File: config.mk
export PLATFORM = sky130hd
export DESIGN_NAME = rom_loader_top
export DESIGN_NICKNAME = d
export VERILOG_FILES = /design/src/logic/loader_pkg.sv /design/src/logic/download_tracker.sv /design/src/logic/rom_addr_map.sv /design/src/logic/rom_loader_top.sv /design/src/logic/rom_map_tracker.sv
export SDC_FILE = /design/constraint.sdc
export NUM_CORES = 1
export LEC_CHECK = 0
export BUFFER_PORTS_ARGS = -buffer_cell sky130_fd_sc_hd__buf_4
export CORE_MARGIN = 2
export CORE_UTILIZATION = 45
export DETAILED_ROUTE_END_ITERATION = 8
export PLACE_DENSITY = 0.72
export SLEW_MARGIN = 20
export SYNTH_ARGS = -nofsm -noshare
export SYNTH_HDL_FRONTEND = slang
export SYNTH_SLANG_ARGS = --single-unit
File: constraint.sdc
create_clock -name clk_sys -period 3.05 [get_ports clk_sys]
set_clock_uncertainty 0.05 [all_clocks]
set_input_delay 0.305 -clock clk_sys [delete_from_list [all_inputs] [get_ports clk_sys]]
set_output_delay 0.305 -clock clk_sys [all_outputs]
set_load 0.05 [all_outputs]
File: src/logic/loader_pkg.sv
// Shared types and page constants for the ROM loader; 8 MB memory map split in two 4 MB halves
`default_nettype none

package loader_pkg;

	////////////////////////////// Widths
	typedef logic [24:0]  ioctl_addr_t;  // Host byte address
	typedef logic [22:0]  mem_addr_t;    // Bit 22 half, 21:14 page, 13:0 offset
	typedef logic [8:0]   page_t;        // Top bit selects upper half
	typedef logic [1:0]   bank_t;
	typedef logic [7:0]   byte_t;
	typedef logic [15:0]  file_ext_t;    // First character in upper byte
	typedef logic [255:0] rom_bitmap_t;  // One bit per upper-half page

	////////////////////////////// Download indices
	localparam byte_t IDX_ROM = 8'd0;  // Firmware image
	localparam byte_t IDX_EXT = 8'd3;  // Expansion ROM

	// Offset width inside one 16 KB page
	localparam int SLOT_BITS = 14;

	////////////////////////////// Fixed pages
	localparam page_t PAGE_OS     = 9'h000;
	localparam page_t PAGE_BASIC  = 9'h100;
	localparam page_t PAGE_AMSDOS = 9'h107;
	localparam page_t PAGE_MF2    = 9'h0FF;

	// Unused upper page for a bad extension
	localparam page_t PAGE_MALFORMED  = 9'h1EE;
	localparam page_t PAGE_COMBO_NEXT = 9'h1FF;  // Base for combo slots after the first

	// Valid 16 KB slots in a ROM image, two banks of four
	localparam int ROM_SLOTS = 8;

	typedef enum logic [1:0] {
		DL_NONE,
		DL_ROM,
		DL_EXT
	} dl_kind_t;

	// Registered host beat out of stage 1
	typedef struct packed {
		logic        wr;
		dl_kind_t    kind;
		ioctl_addr_t addr;
		byte_t       data;
		page_t       page;   // Expansion base page
		logic        model;  // Latched at last reset
	} dl_beat_t;

	// Memory write into the SDRAM side
	typedef struct packed {
		logic      wr;
		mem_addr_t addr;
		bank_t     bank;
		byte_t     data;
	} mem_wr_t;

endpackage

`default_nettype wire

File: src/logic/download_tracker.sv
// Stage 1; ioctl_wr is a one-cycle strobe, file extension must be valid when download rises
`default_nettype none

module download_tracker import loader_pkg::*; (
	input  logic        clk_sys,
	input  logic        reset,
	input  logic        ioctl_download,
	input  byte_t       ioctl_index,
	input  file_ext_t   ioctl_file_ext,
	input  logic        ioctl_wr,
	input  ioctl_addr_t ioctl_addr,
	input  byte_t       ioctl_dout,
	input  logic        model_sel,
	output dl_beat_t    beat
);

	dl_kind_t   kind;
	logic       download_d;  // Previous ioctl_download
	logic       ext_start;
	logic       combo_step;
	logic       combo;       // Z0 rule, first slot still pending
	logic       model;
	page_t      page;
	page_t      ext_page;
	logic       ext_combo;
	logic [4:0] hi_digit;
	logic [4:0] lo_digit;

	// Valid flag and value of one hex character
	function automatic logic [4:0] hex_digit(input byte_t c);
		logic [4:0] r;
		r = 5'b0;
		if (c >= "0" && c <= "9")
			r = {1'b1, c[3:0]};
		else if (c >= "A" && c <= "F")
			r = {1'b1, c[3:0] + 4'd9};
		return r;
	endfunction

	////////////////////////////// Classify
	always_comb begin
		if (!ioctl_download)
			kind = DL_NONE;
		else if (ioctl_index == IDX_ROM)
			kind = DL_ROM;
		else if (ioctl_index == IDX_EXT)
			kind = DL_EXT;
		else
			kind = DL_NONE;  // Tape, disk and others
	end

	assign ext_start = (kind == DL_EXT) && !download_d;

	// Last byte of a 16 KB slot while the combo is armed
	assign combo_step = combo && ioctl_wr && (kind == DL_EXT) &&
		(&ioctl_addr[SLOT_BITS-1:0]);

	////////////////////////////// Extension decode
	assign hi_digit = hex_digit(ioctl_file_ext[15:8]);
	assign lo_digit = hex_digit(ioctl_file_ext[7:0]);

	always_comb begin
		ext_page = PAGE_MALFORMED;
		ext_combo = 1'b0;
		// Each good digit replaces its own nibble
		if (hi_digit[4])
			ext_page[7:4] = hi_digit[3:0];
		if (lo_digit[4])
			ext_page[3:0] = lo_digit[3:0];
		if (ioctl_file_ext == "ZZ")
			ext_page = '0;  // Lower half page 0
		if (ioctl_file_ext == "Z0") begin
			ext_page = '0;
			ext_combo = 1'b1;
		end
	end

	////////////////////////////// Page and combo state
	always_ff @(posedge clk_sys) begin
		if (reset) begin
			download_d <= 1'b0;
			combo <= 1'b0;
			model <= model_sel;  // Machine model follows the switch during reset
		end else begin
			download_d <= ioctl_download;
			if (ext_start) begin
				page <= ext_page;
				combo <= ext_combo;
			end else if (combo_step) begin
				page <= PAGE_COMBO_NEXT;  // Current write still uses the old page
				combo <= 1'b0;
			end
		end
	end

	////////////////////////////// Beat register
	always_ff @(posedge clk_sys) begin
		beat.kind <= kind;
		beat.addr <= ioctl_addr;
		beat.data <= ioctl_dout;
		beat.page <= page;
		beat.model <= model;
		if (reset)
			beat.wr <= 1'b0;
		else
			beat.wr <= ioctl_wr;
	end

endmodule

`default_nettype wire

File: src/logic/rom_addr_map.sv
// Stage 2; ROM slots past the eighth and beats outside a ROM or expansion download are dropped
`default_nettype none

module rom_addr_map import loader_pkg::*; (
	input  logic     clk_sys,
	input  logic     reset,
	input  dl_beat_t beat,
	output mem_wr_t  mem_out
);

	logic [10:0] slot;      // 16 KB slot in the ROM image
	mem_wr_t     mem_next;

	assign slot = beat.addr[24:SLOT_BITS];

	////////////////////////////// Address map
	// Lower half holds OS, RAM pages and MF2, upper half the expansion ROMs
	always_comb begin
		mem_next.wr = 1'b0;
		mem_next.addr = '1;
		mem_next.addr[SLOT_BITS-1:0] = beat.addr[SLOT_BITS-1:0];
		mem_next.bank = '0;
		mem_next.data = beat.data;

		case (beat.kind)
			DL_ROM: begin
				if (slot < ROM_SLOTS) begin
					mem_next.wr = beat.wr;
					mem_next.bank = {1'b0, slot[2]};  // 6128 set, then 664 set
					case (slot[1:0])
						2'd0:    mem_next.addr[22:SLOT_BITS] = PAGE_OS;
						2'd1:    mem_next.addr[22:SLOT_BITS] = PAGE_BASIC;
						2'd2:    mem_next.addr[22:SLOT_BITS] = PAGE_AMSDOS;
						default: mem_next.addr[22:SLOT_BITS] = PAGE_MF2;
					endcase
				end
			end

			DL_EXT: begin
				mem_next.wr = beat.wr;
				mem_next.addr[22] = beat.page[8];
				// Multi-slot files step through pages, wrapping in the half
				mem_next.addr[21:SLOT_BITS] = beat.page[7:0] + beat.addr[21:SLOT_BITS];
				mem_next.bank = {1'b0, beat.model};
			end

			default: mem_next.wr = 1'b0;  // Not a firmware download
		endcase
	end

	////////////////////////////// Write register
	always_ff @(posedge clk_sys) begin
		mem_out.addr <= mem_next.addr;
		mem_out.bank <= mem_next.bank;
		mem_out.data <= mem_next.data;
		if (reset)
			mem_out.wr <= 1'b0;
		else
			mem_out.wr <= mem_next.wr;
	end

endmodule

`default_nettype wire

File: src/logic/rom_loader_top.sv
// Three-stage loader, one cycle per stage; no back-pressure so every host strobe is taken
`default_nettype none

module rom_loader_top import loader_pkg::*; (
	input  logic        clk_sys,
	input  logic        reset,
	input  logic        ioctl_download,
	input  byte_t       ioctl_index,
	input  file_ext_t   ioctl_file_ext,
	input  logic        ioctl_wr,
	input  ioctl_addr_t ioctl_addr,
	input  byte_t       ioctl_dout,
	input  logic        model_sel,
	output mem_wr_t     mem_out,
	output rom_bitmap_t rom_map
);

	dl_beat_t beat;  // Stage 1 to stage 2

	////////////////////////////// Host side
	download_tracker i_tracker (
		.clk_sys        (clk_sys),
		.reset          (reset),
		.ioctl_download (ioctl_download),
		.ioctl_index    (ioctl_index),
		.ioctl_file_ext (ioctl_file_ext),
		.ioctl_wr       (ioctl_wr),
		.ioctl_addr     (ioctl_addr),
		.ioctl_dout     (ioctl_dout),
		.model_sel      (model_sel),
		.beat           (beat)
	);

	////////////////////////////// Memory side
	rom_addr_map i_addr_map (
		.clk_sys (clk_sys),
		.reset   (reset),
		.beat    (beat),
		.mem_out (mem_out)
	);

	// Tracks the same writes that leave the top
	rom_map_tracker i_map_tracker (
		.clk_sys (clk_sys),
		.reset   (reset),
		.mem_in  (mem_out),
		.rom_map (rom_map)
	);

endmodule

`default_nettype wire

File: src/logic/rom_map_tracker.sv
// Stage 3; map bits only ever set until the next reset, lower-half writes are ignored
`default_nettype none

module rom_map_tracker import loader_pkg::*; (
	input  logic        clk_sys,
	input  logic        reset,
	input  mem_wr_t     mem_in,
	output rom_bitmap_t rom_map
);

	logic       upper_wr;  // Write into the expansion half
	logic [7:0] upper_page;

	assign upper_wr = mem_in.wr && mem_in.addr[22];
	assign upper_page = mem_in.addr[21:SLOT_BITS];

	////////////////////////////// Loaded page map
	always_ff @(posedge clk_sys) begin
		if (reset)
			rom_map <= '0;
		else if (upper_wr)
			rom_map[upper_page] <= 1'b1;  // Page now holds a ROM
	end

endmodule

`default_nettype wire
==> flow_metrics.py <==
metrics = {
    "logic_synthesis": {
        "synth_top_area_share_pct": 61.4,
        "synth_nets": 1219,
        "synthArstFlopShare_pct": 0,
        "synth_edf_count": 10,
        "syn_avg_cell_area_um2": 9.67,
        "yosysTopAreaCell": "dfxtp_1",
        "synth.area.top_cells": "dfxtp_1 61%, a21oi_1 12%, nor2_1 9.8%, edfxtp_1 2.7%, ha_1 2.3%",
        "synth-seq-area-share_pct": 64.1,
        "yosysUniqueCellTypes": 61,
        "synth_top_flop_cell": "dfxtp_1",
        "ys.warnings.count": 0,
        "syn_inst": 1136,
        "synth.most_common_cell": "dfxtp_1",
        "ys_seq_elements": 347,
        "yosys-top-cells-count": "337 x dfxtp_1, 288 x nor2_1, 263 x a21oi_1",
        "synth_area_um2": 11000,
    },
    "timing": {
        "worst_pin_slew_ps": 857,
        "fmax_ghz": 0.451,
        "fin_ws_ps": 831,
        "setup_viol": 0,
        "maxSlewHeadroom_pct": 42.8,
        "fin_crit_ps": 2220,
        "rsz0062_at_grt": "false",
        "hold_viol": 0,
        "min_period_over_period_pct": 72.8,
        "slew_violations": 0,
        "tns_ps": 0,
    },
    "die": {
        "die_area_um2": 25700,
        "start_util_pct": 45.4,
        "placementRows": 57,
        "fp.dieW_um": 160,
        "die_h_um": 160,
        "io_pins": 352,
        "core_area_um2": 24200,
    },
    "power_and_ir_drop": {
        "swShare_pct": 21.1,
        "ir_worst_vdd_mv": 0.452,
        "combPwrFrac_pct": 3.3,
        "totalPowerFinal_uw": 9170,
        "internal_power_uw": 7240,
        "seqPwrFrac_pct": 50.3,
        "clkPwrFrac_pct": 46.4,
        "power.switching_uw": 1930,
        "pwr_density_cell_nw_per_um2": 589,
        "p_leak_uw": 0.00679,
    },
    "critical_path": {
        "cp.required_ps": 3140,
        "cp_top_family": "simple AND/OR/NAND/NOR gates",
        "r2r_setup_slack_ps": 920,
        "r2r-start": "i_addr_map.mem_out[27]$_DFF_P_",
        "path_max_fanout": 9,
        "cp_slowest_stage_delay_ps": 520,
        "r2r-end": "i_map_tracker.rom_map[46]$_SDFFE_PP0P_",
        "rr_worst_depth": 4,
        "cp.arrival_ps": 2310,
        "cp.depth": 6,
        "crit_path_end_kind": "flip-flop",
        "cp_cell_sequence": "dlygate4sd3_1 -> buf_4 -> or4b_1 -> nor3_1 -> nand2_1 -> nor2_1",
        "cp.buffers_inverters": 2,
        "worst-setup-path-type": "in2reg",
        "crit_path_top_delay_cell": "dlygate4sd3_1",
        "critPathLaunchType": "input pin",
    },
    "placed_design": {
        "portBuffers": 350,
        "post-place-ws_ps": 727,
        "finalWeightedCongestion": 0.817,
        "placed_area_um2": 14000,
        "hpwl_um": 22600,
    },
    "route": {
        "avgViaCountPerCell": 5.09,
        "drt_iter0_markers": 711,
        "drc": 0,
        "drt-wirelength-per-cell_um": 18.0,
        "routed_wl_um": 33800,
        "ant_nets": 0,
        "drt_first_pass_iters": 6,
        "vias": 9538,
    },
    "hold_path": {
        "holdPathStages": 3,
        "holdPathEnd": "i_tracker.beat[44]$_DFF_P_",
        "hold_path_class": "in2reg",
        "hold_start": "ioctl_index[2]",
    },
    "global_routing": {
        "overflow": 0,
        "grt_max_degree": 132,
        "grt_usage_pct": 25.5,
        "grt_pass1_wl_um": 51500,
        "grt_antenna_before_repair": 0,
        "grt_pass1_vias": 9112,
    },
    "cells_and_area": {
        "multi_input_area_um2": 3690,
        "fillerInstances": 1986,
        "register_area_um2": 7050,
        "final_nets": 1606,
        "fin_area_um2": 15600,
        "syn_to_final_growth_pct": 41.7,
        "drive_gt1_share_pct": 30.0,
        "diodes": 0,
    },
    "clock_network": {
        "h-tree-depth": 2,
        "root_buffer": "clkbuf_16",
        "postCtsSetupRepairBufs": 0,
        "numCtsBuffers": 35,
        "tritoncts": "built",
        "clock_sink_count": 347,
        "worstSkewPairLatency_ps": 510,
        "cts_buffer_depth": 3,
        "clk_pin_slew_worst_paths_ps": 60,
    },
    "run": {
        "max_cap_violations": 0,
    },
    "outcome": {
        "outcome": "completed",
    },
}
state kept, by name (all words and copies together), names as in the netlist:
signal,cells
i_tracker.beat,46
i_map_tracker.rom_map,256
i_tracker.page,9
i_tracker.combo,1
i_tracker.download_d,1
i_tracker.model,1
i_addr_map.mem_out,33
cells by family after synthesis:
kind of cell,share of synthesized area (%)
simple gates,15.6
flops,64.1
compound gates,14.6
buf+inv,3.01
fa+ha+maj,2.46
xor+xnor,0.159
other cells,0.0341
power groups by stage:
stage	sequential [uW]	combinational (uW)	clock, uW
3_3_place_gp	4710	263	0
5_1_grt	4610	327	4530
2_1_floorplan	4760	93.3	0
3_5_place_dp	4710	265	0
6_report	4610	306	4250
4_1_cts	4610	304	4340
through the flow:
step | instances | hold WS (ps) | utilization (%)
after global routing | 1873 | 54.0 | 64.4
after detailed placement | 1772 | 262 | 58.0
after floorplan | 1136 | 260 | -
after global placement | 1772 | 260 | 58.0
after CTS | 1873 | 29.7 | 64.4
final | 1873 | 55.1 | 64.4
how the worst max path moves through the flow:
stage | from | end | slack [ps]
2_1_floorplan | i_addr_map.mem_out[33]$_SDFF_PP0_ | i_map_tracker.rom_map[0]$_SDFFE_PP0P_ | 1000
5_1_grt | i_addr_map.mem_out[27]$_DFF_P_ | i_map_tracker.rom_map[94]$_SDFFE_PP0P_ | 660
3_5_place_dp | ioctl_index[4] | i_tracker.page[6]$_SDFFCE_PN1P_ | 730
3_3_place_gp | ioctl_index[4] | i_tracker.page[4]$_SDFFCE_PN1P_ | 760
6_report | ioctl_download | i_tracker.page[7]$_SDFFCE_PN1P_ | 830
4_1_cts | ioctl_download | i_tracker.page[7]$_SDFFCE_PN1P_ | 840
area by class of cell:
cell class	count	share of cell area, %
well taps	324	2.60
clock buffers	48	6.26
repair buffers	415	20.7
inverters	14	0.337
flip-flops and latches	347	45.2
clock inverters	15	1.09
multi-input cells	710	23.7
layout by cell type (no fill, tap or decap), drive strengths merged, types with 2 or more instances in the layout:
| master | netlist | layout |
|---|---|---|
| buf | 15 | 376 |
| dfxtp | 337 | 337 |
| nor2 | 290 | 290 |
| a21oi | 264 | 264 |
| clkbuf | 50 | 49 |
| dlygate4sd3 | 0 | 38 |
| nor3 | 23 | 23 |
| ha | 20 | 20 |
| inv | 14 | 19 |
| o21ai | 14 | 14 |
| nand2b | 13 | 13 |
| nand2 | 13 | 13 |
| edfxtp | 10 | 10 |
| nand4 | 8 | 8 |
| clkinv | 0 | 7 |
| or3 | 5 | 5 |
| o31ai | 4 | 4 |
| nor2b | 4 | 4 |
| nor4 | 4 | 4 |
| a21o | 3 | 3 |
| a211oi | 3 | 3 |
| o21a | 3 | 3 |
| bufinv | 0 | 3 |
| nand3 | 3 | 3 |
| or4 | 2 | 2 |
| nand4b | 2 | 2 |
| a31oi | 2 | 2 |
| nand4bb | 2 | 2 |
| nor3b | 2 | 2 |
| or2 | 2 | 2 |
| nor4b | 2 | 2 |
worst register-to-register path, stage by stage, from the launching register on:
cell and delay (ps):
dfxtp_1 630, nand4_1 350, nor2_2 750, a21oi_1 160, nor2_1 130
timing repair:
| item | 4_1_cts | 5_1_grt |
|---|---|---|
| gates resized for setup | 0 | 0 |
| hold buffers | 38 | 0 |
| endpoints found under the hold margin | 37 | 0 |
per-layer routing:
layer  routed length (um)  global-route usage, %  vias to the layer above
li1                     -                      -                     4605
met1                13800                   31.8                     4453
met2                15900                   41.9                      409
met3                 2750                   6.81                       71
met4                 1320                   10.8                        0
met5                    0                      0                        -
Power figures use the tool's default switching activity.
